File: config.mk
export PLATFORM = sky130hd
export DESIGN_NAME = bit_comparator
export DESIGN_NICKNAME = d
export VERILOG_FILES = /design/src/hw/serdes_test_pkg.sv /design/src/hw/bit_comparator.sv
export VERILOG_INCLUDE_DIRS = /design/src /design/src/hw
export SDC_FILE = /design/constraint.sdc
export NUM_CORES = 1
export LEC_CHECK = 0
export ABC_AREA = 1
export CAP_MARGIN = 20
export CORE_UTILIZATION = 43
export CTS_CLUSTER_SIZE = 24
export DETAILED_ROUTE_END_ITERATION = 10
export DONT_BUFFER_PORTS = 1
export PLACE_DENSITY = 0.58
export SKIP_CTS_REPAIR_TIMING = 1
export SLEW_MARGIN = 10
export SYNTH_ARGS = -nofsm -noshare
export SYNTH_HDL_FRONTEND = slang
export SYNTH_SLANG_ARGS = --single-unit
export TNS_END_PERCENT = 30
File: constraint.sdc
create_clock -name CLK -period 2.65 [get_ports CLK]
set_clock_uncertainty 0.2 [all_clocks]
set_input_delay 0.3975 -clock CLK [delete_from_list [all_inputs] [get_ports CLK]]
set_output_delay 0.3975 -clock CLK [all_outputs]
set_load 0.01 [all_outputs]
File: src/hw/serdes_test_settings.svh
`ifndef SERDES_TEST_SETTINGS_SVH
`define SERDES_TEST_SETTINGS_SVH

// ==========================================================
// Serial link self-test settings
// ==========================================================

// Bits per frame, shifted out LSB first
`define SER_WIDTH 8

// Mismatches in one window that force a bit slip
`define ERROR_COUNT 16

// Compared bits per window
`define COMPARE_WINDOW 64

// Reference delay positions searched before wrapping to 0
`define MAX_SLIP 32

`endif

File: src/hw/serdes_test_pkg.sv
`include "serdes_test_settings.svh"

// ==========================================================
// Shared types for the self-test blocks
// ==========================================================

package serdes_test_pkg;

    // One frame on the serial pin
    typedef logic [`SER_WIDTH-1:0] ser_word_t;

    // Mismatch count, must reach a full window of errors
    typedef logic [$clog2(`COMPARE_WINDOW + 1)-1:0] err_count_t;

    // Reference delay index into the slip line
    typedef logic [$clog2(`MAX_SLIP)-1:0] slip_t;

endpackage

File: src/hw/bit_comparator.sv
`timescale 1ns/10ps
`include "serdes_test_settings.svh"

module bit_comparator #(
    parameter int ERROR_HOLD = 2500000
) (
    input  logic CLK,
    input  logic RST,
    input  logic ref_bit,
    input  logic ser_in,
    output logic error
);

    localparam int WIN_W  = $clog2(`COMPARE_WINDOW);
    localparam int HOLD_W = $clog2(ERROR_HOLD + 1);

    logic [`MAX_SLIP-2:0]       ref_dly;
    logic [`MAX_SLIP-1:0]       ref_taps;
    serdes_test_pkg::slip_t     slip;
    logic                       ref_sel;
    logic                       mismatch;
    logic [WIN_W-1:0]           win_cnt;
    logic                       win_end;
    serdes_test_pkg::err_count_t err_cnt;
    serdes_test_pkg::err_count_t err_next;
    logic [HOLD_W-1:0]          hold_cnt;

    // ==========================================================
    // Reference delay line
    // ==========================================================

    // Newest bit at index 0
    always_ff @(posedge CLK) begin
        ref_dly <= {ref_dly[`MAX_SLIP-3:0], ref_bit};
    end

    // Tap 0 is the undelayed reference
    assign ref_taps = {ref_dly, ref_bit};
    assign ref_sel  = ref_taps[slip];
    assign mismatch = ref_sel ^ ser_in;

    // ==========================================================
    // Window and slip search
    // ==========================================================

    assign win_end  = (win_cnt == WIN_W'(`COMPARE_WINDOW - 1));
    assign err_next = err_cnt + serdes_test_pkg::err_count_t'(mismatch);

    // Too many errors in a window means wrong alignment
    // Try the next delay, wrap after the last one
    always_ff @(posedge CLK or posedge RST) begin
        if (RST) begin
            win_cnt <= '0;
            err_cnt <= '0;
            slip    <= '0;
        end else begin
            win_cnt <= win_cnt + 1'b1;
            if (win_end) begin
                err_cnt <= '0;
                if (err_next >= serdes_test_pkg::err_count_t'(`ERROR_COUNT)) begin
                    if (slip == serdes_test_pkg::slip_t'(`MAX_SLIP - 1)) begin
                        slip <= '0;
                    end else begin
                        slip <= slip + 1'b1;
                    end
                end
            end else begin
                err_cnt <= err_next;
            end
        end
    end

    // ==========================================================
    // Error flag with hold
    // ==========================================================

    // Any mismatch sets the flag and restarts the hold
    // Falls after ERROR_HOLD clean cycles in a row
    always_ff @(posedge CLK or posedge RST) begin
        if (RST) begin
            hold_cnt <= '0;
            error    <= 1'b0;
        end else if (mismatch) begin
            hold_cnt <= HOLD_W'(ERROR_HOLD);
            error    <= 1'b1;
        end else if (hold_cnt != '0) begin
            hold_cnt <= hold_cnt - 1'b1;
            if (hold_cnt == HOLD_W'(1)) begin
                error <= 1'b0;
            end
        end
    end

endmodule

=== Word-level counts from Yosys, hierarchy flattened ===
Cells that the tools add are included.
W data, S select, Z words.

* Add/subtract/negate cells: 4
* Order comparisons: 2
* Equal/unequal tests: 3
* Muxes and demuxes: 9
* Bitwise logic cells: 1
* Reduce and logical (&&, ||, !) cells: 5

{| class="wikitable"
|+ Operators by type and width
! cell !! count
|-
| $mux W22 || 2
|-
| $eq A22 B1 Y1 const B || 1
|-
| $reduce_bool A22 Y1 || 1
|-
| $sub A22 B1 Y22 const B || 1
|-
| $add A7 B1 Y7 || 1
|-
| $ge A7 B5 Y1 const B || 1
|-
| $mux W7 || 1
|-
| $add A6 B1 Y6 const B || 1
|-
| $eq A6 B6 Y1 const B || 1
|-
| $lt A5 B6 Y1 const B || 1
|-
| $add A5 B1 Y5 const B || 1
|-
| $bmux W1 S5 || 1
|-
| $eq A5 B5 Y1 const B || 1
|-
| $mux W5 || 1
|-
| $mux W1 || 4
|-
| $reduce_and A2 Y1 || 2
|-
| $reduce_bool A2 Y1 || 2
|-
| $xor A1 B1 Y1 || 1
|}

* Register bits: 72
* Input bits: 4
* Output and inout port bits: 1
* Word-level logic and storage cells: 30

=== Longest topological paths before layout ===
Gate-level depths: netlist of the first run.

* Depth after elaboration: 6
* Depth in mapped cells: 24
* Gate-level depth less buffers: 23

=== Worst setup path after synthesis of the first run ===
OpenSTA, ideal clock, no wires.

* Kind: register -> register
* From: reg slip[0]
* To: reg slip[1]
* Library setup time: 0.116 ns
* Arrival time: 2.527 ns
* Required time: 2.334 ns
* Slack: -0.193 ns
* Stages on the path, launching flop included: 23
* Buffers on the path: 3
* Clock period less this slack: 2.843 ns
* Cell sequence: dfrtp_1 -> buf_6 -> buf_12 -> o21ai_1 -> a21oi_1 -> nor2_1 -> nand2_1 -> nand2_1 -> nand2_1 -> nand2_2 -> buf_6 -> ha_1 -> ha_1 -> nand2_1 -> inv_1 -> nand4_1 -> xnor2_1 -> nor2_1 -> nand2_1 -> nand2_1 -> inv_1 -> nand2_1 -> nand2_1

* Cells in the longest elaborated chain, start to end: 6
* Elaborated cells on any way between the ends: 9
* Classes of those cells: add/sub: 2; order compare: 1; eq/ne: 1; mux: 3; bitwise: 1; reduce/logical: 1

{| class="wikitable"
|+ Ends and longest elaborated chain
! element !! line !! text
|-
| start, declared || bit_comparator.sv:19 || <nowiki>serdes_test_pkg::slip_t slip;</nowiki>
|-
| start signal, assigned || bit_comparator.sv:64 || <nowiki>slip <= slip + 1'b1;</nowiki>
|-
| $bmux W1 S5 || bit_comparator.sv:39 || <nowiki>assign ref_sel = ref_taps[slip];</nowiki>
|-
| $mux W1 (not written as such) || bit_comparator.sv:39 ||
|-
| $xor A1 B1 Y1 || bit_comparator.sv:40 || <nowiki>assign mismatch = ref_sel ^ ser_in;</nowiki>
|-
| via mismatch || bit_comparator.sv:21 || <nowiki>logic mismatch;</nowiki>
|-
| $add A7 B1 Y7 || bit_comparator.sv:47 || <nowiki>assign err_next = err_cnt + serdes_test_pkg::err_count_t'(mismatch);</nowiki>
|-
| $ge A7 B5 Y1 || bit_comparator.sv:60 || <nowiki>if (err_next >= serdes_test_pkg::err_count_t'(`ERROR_COUNT)) begin</nowiki>
|-
| $reduce_and A2 Y1 (no source line) || -- ||
|}

The timed path passes the listed nets, and every way through them passes these cells. The select of a mux whose other input is x is not followed.
A chain may end at the register's enable or synchronous reset.

=== Final worst setup path of the first run ===
* From: reg slip[0]
* To: reg slip[2]

* Cells in the longest elaborated chain, start to end: 6
* Elaborated cells on any way between the ends: 9
* Classes of those cells: add/sub: 2; order compare: 1; eq/ne: 1; mux: 3; bitwise: 1; reduce/logical: 1

{| class="wikitable"
|+ Ends and longest elaborated chain
! element !! line
|-
| $bmux W1 S5 || bit_comparator.sv:39
|-
| $mux W1 (not written as such) || bit_comparator.sv:39
|-
| $xor A1 B1 Y1 || bit_comparator.sv:40
|-
| $add A7 B1 Y7 || bit_comparator.sv:47
|-
| $ge A7 B5 Y1 || bit_comparator.sv:60
|-
| $reduce_and A2 Y1 (no source line) || --
|}

Parallel ways exist; a longest one is shown, timed or not. The select of a mux whose other input is x is not followed.

==> results of run 1 <==
## Yosys cell counts
library cell and number:
a21oi_1 4, and3_1 1, buf_12 1, buf_6 5, clkbuf_1 1, dfrtp_1 41, dfxtp_1 31, ha_1 7
inv_1 55, inv_2 1, nand2_1 109, nand2_2 3, nand3_1 29, nand3_2 1, nand3b_1 2, nand4_1 9
nor2_1 51, nor2_2 11, nor3_1 8, nor3b_1 1, o21ai_0 8, o21ai_1 2, or2_2 1, xnor2_1 4
xor2_1 17
## layer usage
| layer | up-vias | global-route usage | part of all wire |
|---|---|---|---|
| met4 | 0 | 0.09091 | 0.022 |
| met3 | 10 | 0.03878 | 0.020 |
| li1 | 1289 | - | - |
| met1 | 1137 | 0.2363 | 0.53 |
| met5 | - | 0 | 0 |
| met2 | 23 | 0.2559 | 0.43 |
## flip-flops by register name, indices dropped and copies added (netlist names)
name,count
err_cnt,7
hold_cnt,22
ref_dly,31
error,1
slip,5
win_cnt,6
## worst max-delay path by stage
stage,start,endpoint
2_1_floorplan,slip[0]$_DFFE_PP0P_,slip[1]$_DFFE_PP0P_
6_report,slip[0]$_DFFE_PP0P_,slip[2]$_DFFE_PP0P_
3_5_place_dp,slip[0]$_DFFE_PP0P_,slip[1]$_DFFE_PP0P_
3_3_place_gp,slip[0]$_DFFE_PP0P_,slip[2]$_DFFE_PP0P_
5_1_grt,slip[0]$_DFFE_PP0P_,slip[3]$_DFFE_PP0P_
4_1_cts,slip[0]$_DFFE_PP0P_,slip[1]$_DFFE_PP0P_
## power by group
| part | total [mW] | switching, mW | internal, mW | leakage [nW] |
|---|---|---|---|---|
| Sequential | 1.30 | 0.0984 | 1.20 | 0.754 |
| Clock | 0.819 | 0.421 | 0.398 | 0.0920 |
| Combinational | 0.400 | 0.218 | 0.182 | 0.959 |
| Total | 2.52 | 0.738 | 1.78 | 1.80 |
## critical path, stage by stage (launching register included)
cell	delay [ns]
dfrtp_2	0.48
buf_4	0.17
inv_6	0.08
nand2_1	0.05
nand2_1	0.06
nand2_1	0.05
nand3_1	0.08
nand3_2	0.08
nand2_2	0.09
nand3_1	0.09
nand2_2	0.10
ha_4	0.14
ha_4	0.13
nand2_2	0.05
inv_2	0.06
nand4_1	0.09
xnor2_1	0.16
nor2_1	0.09
nand2_1	0.09
nand2_4	0.11
inv_4	0.06
nand2_1	0.05
nand2_1	0.04
## logic make-up (layout without fill, tap and decap cells)
logic type               Yosys count  in the layout  synth area share
adder cells (fa/ha/maj)            7              7           0.02692
XOR/XNOR                          21             21           0.05654
buffers and inverters             63             91           0.08923
flip-flops                        72             72            0.5062
AND/OR/NAND/NOR                  226            226            0.2996
AO/OA/AOI/OAI                     14             14           0.02154
## through the flow
step	area, um^2	instances	hold WS [ns]	setup TNS [ns]	power, mW
after floorplan	3289	403	0.1259	-0.3390	1.601
after global placement	3435	509	0.1371	-0.2850	1.702
after detailed placement	3435	509	0.1371	-0.4557	1.712
after CTS	3618	525	-0.1456	-0.6091	2.529
after global routing	3740	530	0.1537	-1.614	2.690
final	3740	530	0.1414	-0.2664	2.520
## area by class of cell
cell class | instances | share of cell area
clock buffer | 12 | 0.04182
clock inverter | 4 | 0.007360
inverter | 56 | 0.05821
multi-input combinational | 268 | 0.3760
sequential | 72 | 0.4406
tap | 99 | 0.03312
timing repair buffer | 18 | 0.04048
timing repair inverter | 1 | 0.002342
==> impl_metrics.env, run 1 <==
export IMPL_clk_pin_slew_ns=0.08
export IMPL_fmax_ghz=0.3695
export IMPL_die_h_um=88.98
export IMPL_hp_start="ref_dly[22]$_DFF_P_"
export IMPL_syn_inst=403
export IMPL_worst_ir_drop_vdd_v=0.0004461
export IMPL_initial_core_util=0.4461
export IMPL_drt_iter0_drc=117
export IMPL_worstPathMaxFanout=8
export IMPL_cts_root_buf="clkbuf_8"
export IMPL_die_area_mm2=0.007917
export IMPL_finalSetupViolations=5
export IMPL_io_pins=5
export IMPL_layout_setup_ws_ns=-0.05648
export IMPL_grt_antenna_before_repair=0
export IMPL_syn_cell_area_mm2=0.003253
export IMPL_yosys_area_top_type="dfrtp_1"
export IMPL_critPathRequiredTime_ns=2.70
export IMPL_worst_setup_path_type="reg2reg"
export IMPL_grt_usage=0.1727
export IMPL_grt_overflow=0
export IMPL_slew_headroom=0.6440
export IMPL_htreeDepth=3
export IMPL_regArea_mm2=0.001648
export IMPL_whs_path_depth=0
export IMPL_clock_latency_ns=0.36
export IMPL_grt_max_degree=42
export IMPL_yosys_top_cells_area="dfrtp_1 (32%), dfxtp_1 (19%), nand2_1 (13%)"
export IMPL_die_x_um=88.98
export IMPL_final_cell_mix="nand2_1 (97), inv_1 (53), nor2_1 (48)"
export IMPL_syn_num_nets=414
export IMPL_reg2reg_slack_ns=-0.06
export IMPL_antenna_cells=0
export IMPL_reg2regPathDepth=22
export IMPL_drt_wl_total_mm=6.049
export IMPL_layout_commonest_cell="nand2_1"
export IMPL_timing_rr_end="slip[2]$_DFFE_PP0P_"
export IMPL_multiInputGateArea_mm2=0.001406
export IMPL_worst_pin_slew_ns=0.5339
export IMPL_crit_path_start_kind="flop"
export IMPL_finalHoldViolCount=0
export IMPL_timing_final_crit_share=1.021
export IMPL_vias_per_cell=4.640
export IMPL_grt_pass1_vias=2310
export IMPL_cts_inserted_buffers=9
export IMPL_power_leakage_nw=1.805
export IMPL_violations="setup timing"
export IMPL_drv_slew=0
export IMPL_drt_pass1_iterations=5
export IMPL_finish_utilization=0.5129
export IMPL_nNetsFinal=437
export IMPL_maxCapViolations=0
export IMPL_drt_wirelength_per_cell_um=11.41
export IMPL_rsz0062_at_grt="yes"
export IMPL_synth_top_cell_area_share=0.3154
export IMPL_syn_avg_cell_area_um2=8.072
export IMPL_cp_end_kind="flop"
export IMPL_r2r_start="slip[0]$_DFFE_PP0P_"
export IMPL_grt_pass1_wl_mm=10.23
export IMPL_drc=0
export IMPL_postRouteAntennaNets=0
export IMPL_hold_class="reg2reg"
export IMPL_place_congestion=0.8362
export IMPL_rows=31
export IMPL_holdPathEnd="ref_dly[23]$_DFF_P_"
export IMPL_p_per_area_mw_per_mm2=673.8
export IMPL_arrival_ns=2.76
export IMPL_fin_crit_ns=2.706
export IMPL_drive_gt1_frac=0.1671
export IMPL_dp_hpwl_mm=4.038
export IMPL_seq_area_frac_synth=0.5062
export IMPL_tritoncts="built"
export IMPL_yosys_register_bits=72
export IMPL_coreArea_mm2=0.007292
export IMPL_ys_warnings_count=0
export IMPL_synth_distinct_cells=25
export IMPL_place_ws_ns=-0.09900
export IMPL_vias=2459
export IMPL_cts_sinks=72
export IMPL_clock_path_buffers=2
export IMPL_outcome="complete, but fails checks"
export IMPL_port_buffers=0
export IMPL_syn_to_final_growth_pct=14.96
export IMPL_fill_cells=735
Power figures use the tool's default switching activity.
==> inputs of run 2 (changes only) <==
- CTS_BUF_LIST: not set -> sky130_fd_sc_hd__clkbuf_16
==> impl_metrics.env, run 2 (synthesis gave the netlist of run 1 again) <==
export IMPL_coreArea_mm2=0.007292
export IMPL_p_per_area_mw_per_mm2=738.1
export IMPL_grt_max_degree=42
export IMPL_drt_wl_total_mm=5.998
export IMPL_violations="setup timing"
export IMPL_cts_sinks=72
export IMPL_path_common_cell="nand2_1"
export IMPL_postRouteAntennaNets=0
export IMPL_die_h_um=88.98
export IMPL_finish_utilization=0.5268
export IMPL_cts_root_buf="clkbuf_16"
export IMPL_fill_cells=721
export IMPL_timing_final_crit_share=1.024
export IMPL_path_delay_family="simple AND/OR/NAND/NOR gates"
export IMPL_grt_pass1_wl_mm=10.23
export IMPL_io_pins=5
export IMPL_place_congestion=0.8362
export IMPL_seq_power_share=0.460
export IMPL_nNetsFinal=437
export IMPL_antenna_cells=0
export IMPL_grt_overflow=0
export IMPL_finalHoldViolCount=0
export IMPL_die_area_mm2=0.007917
export IMPL_worst_ir_drop_vdd_v=0.0004314
export IMPL_regArea_mm2=0.001648
export IMPL_hold_class="reg2reg"
export IMPL_vias_per_cell=4.630
export IMPL_syn_to_final_growth_pct=18.08
export IMPL_grt_usage=0.1737
export IMPL_grt_antenna_before_repair=0
export IMPL_worstPathMaxFanout=8
export IMPL_final_cell_mix="nand2_1 (97), inv_1 (55), nor2_1 (48)"
export IMPL_critPathRequiredTime_ns=2.67
export IMPL_drt_pass1_iterations=4
export IMPL_clock_latency_ns=0.33
export IMPL_power_leakage_nw=1.859
export IMPL_port_buffers=0
export IMPL_slowest_stage="dfrtp_2"
export IMPL_clk_pin_slew_ns=0.06
export IMPL_largest_reg_flops=31
export IMPL_htreeDepth=3
export IMPL_grt_pass1_vias=2296
export IMPL_drive_gt1_frac=0.1671
export IMPL_worst_setup_path_type="reg2reg"
export IMPL_slew_headroom=0.6473
export IMPL_clock_path_buffers=2
export IMPL_maxCapViolations=0
export IMPL_drt_iter0_drc=119
export IMPL_worstPathCellList="buf_4 > inv_6 > nand2_1 > nand2_1 > nand2_1 > nand3_1 > nand3_2 > nand2_2 > nand3_1 > nand2_2 > ha_4 > ha_4 > nand2_2 > inv_2 > nand4_1 > xnor2_1 > nor2_1 > nand2_1 > nand2_4 > inv_4 > nand2_1 > nand2_1"
export IMPL_placed_cell_area_mm2=0.003435
export IMPL_hold_ws_ns=0.1449
export IMPL_tritoncts="built"
export IMPL_fmax_ghz=0.3685
export IMPL_die_x_um=88.98
export IMPL_crit_path_start_kind="flop"
export IMPL_initial_core_util=0.4461
export IMPL_top_register="ref_dly"
export IMPL_arrival_ns=2.74
export IMPL_largestRegisters="ref_dly (31), hold_cnt (22), err_cnt (7)"
export IMPL_multiInputGateArea_mm2=0.001406
export IMPL_fin_area_mm2=0.003841
export IMPL_cp_end_kind="flop"
export IMPL_finalSetupViolations=5
export IMPL_layout_setup_ws_ns=-0.06398
export IMPL_dp_hpwl_mm=4.038
export IMPL_rsz0062_at_grt="yes"
export IMPL_switching_power_uw=765.6
export IMPL_p_int_mw=2.070
export IMPL_vias=2454
export IMPL_drc=0
export IMPL_pwr_share_comb=0.141
export IMPL_fin_crit_ns=2.714
export IMPL_layout_commonest_cell="nand2_1"
export IMPL_p_sw_frac=0.2700
export IMPL_drv_slew=0
export IMPL_cpPeakStageDelay_ns=0.47
export IMPL_power_share_clock=0.399
export IMPL_crit_buf_inv=4
export IMPL_cts_inserted_buffers=9
export IMPL_outcome="complete, but fails checks"
export IMPL_worst_pin_slew_ns=0.5291
export IMPL_rows=31
export IMPL_drt_wirelength_per_cell_um=11.32
==> run 2: changes by cell type in the layout (fill, tap and decap cells not counted), sizes merged <==
cell / change
clkbuf: -2
inv: +2
==> run 2: per-layer routing <==
| metal | vias up | GRT usage | part of all wire |
|---|---|---|---|
| met5 | - | 0 | 0 |
| met4 | 0 | 0.08225 | 0.018 |
| met3 | 8 | 0.04709 | 0.041 |
| met2 | 36 | 0.2580 | 0.44 |
| met1 | 1118 | 0.2357 | 0.50 |
| li1 | 1292 | - | - |
==> run 2: through the flow <==
stage | setup WS, ns | instances | TNS [ns] | power [mW]
floorplan | -0.07375 | 403 | -0.3390 | 1.601
global placement | -0.06341 | 509 | -0.2850 | 1.702
detailed placement | -0.09900 | 509 | -0.4557 | 1.712
CTS | -0.1345 | 525 | -0.6353 | 2.862
global route | -0.3411 | 530 | -1.633 | 3.018
finish | -0.06398 | 530 | -0.3000 | 2.835
==> run 2: area by class of cell <==
class                      instances  share of cell area
clock buffer                      10             0.06515
clock inverter                     6            0.009121
inverter                          56             0.05668
multi-input combinational        268              0.3661
sequential                        72              0.4290
tap                               99             0.03225
timing repair buffer              18             0.03941
timing repair inverter             1            0.002280
==> run 2: power groups by stage <==
stage               sequential [mW]  clock (mW)  combinational (mW)
global placement               1.32           0               0.385
global route                   1.32        1.22               0.475
floorplan                      1.30           0               0.302
CTS                            1.30        1.17               0.395
detailed placement             1.32           0               0.393
finish                         1.30        1.13               0.400
==> run 2: worst register-to-register path, stage by stage (launching register included) <==
cell,delay [ns]
dfrtp_2,0.47
buf_4,0.17
inv_6,0.08
nand2_1,0.05
nand2_1,0.06
nand2_1,0.05
nand3_1,0.09
nand3_2,0.07
nand2_2,0.09
nand3_1,0.09
nand2_2,0.10
ha_4,0.14
ha_4,0.13
nand2_2,0.05
inv_2,0.06
nand4_1,0.09
xnor2_1,0.16
nor2_1,0.09
nand2_1,0.09
nand2_4,0.12
inv_4,0.06
nand2_1,0.05
nand2_1,0.04
==> run 2: worst paths after layout <==
| path | startpoint | end | slack [ns] | cells after the start |
|---|---|---|---|---|
| max | slip[0]$_DFFE_PP0P_ | slip[2]$_DFFE_PP0P_ | -0.06 | 22 |
| min | ref_dly[22]$_DFF_P_ | ref_dly[23]$_DFF_P_ | 0.14 | 0 |
| max reg2reg | slip[0]$_DFFE_PP0P_ | slip[2]$_DFFE_PP0P_ | -0.06 | 22 |
| min reg2reg | ref_dly[22]$_DFF_P_ | ref_dly[23]$_DFF_P_ | 0.14 | 0 |
| max in group asynchronous | RST | slip[0]$_DFFE_PP0P_ | 1.43 | 3 |
| min in group asynchronous | RST | slip[3]$_DFFE_PP0P_ | 0.44 | 3 |
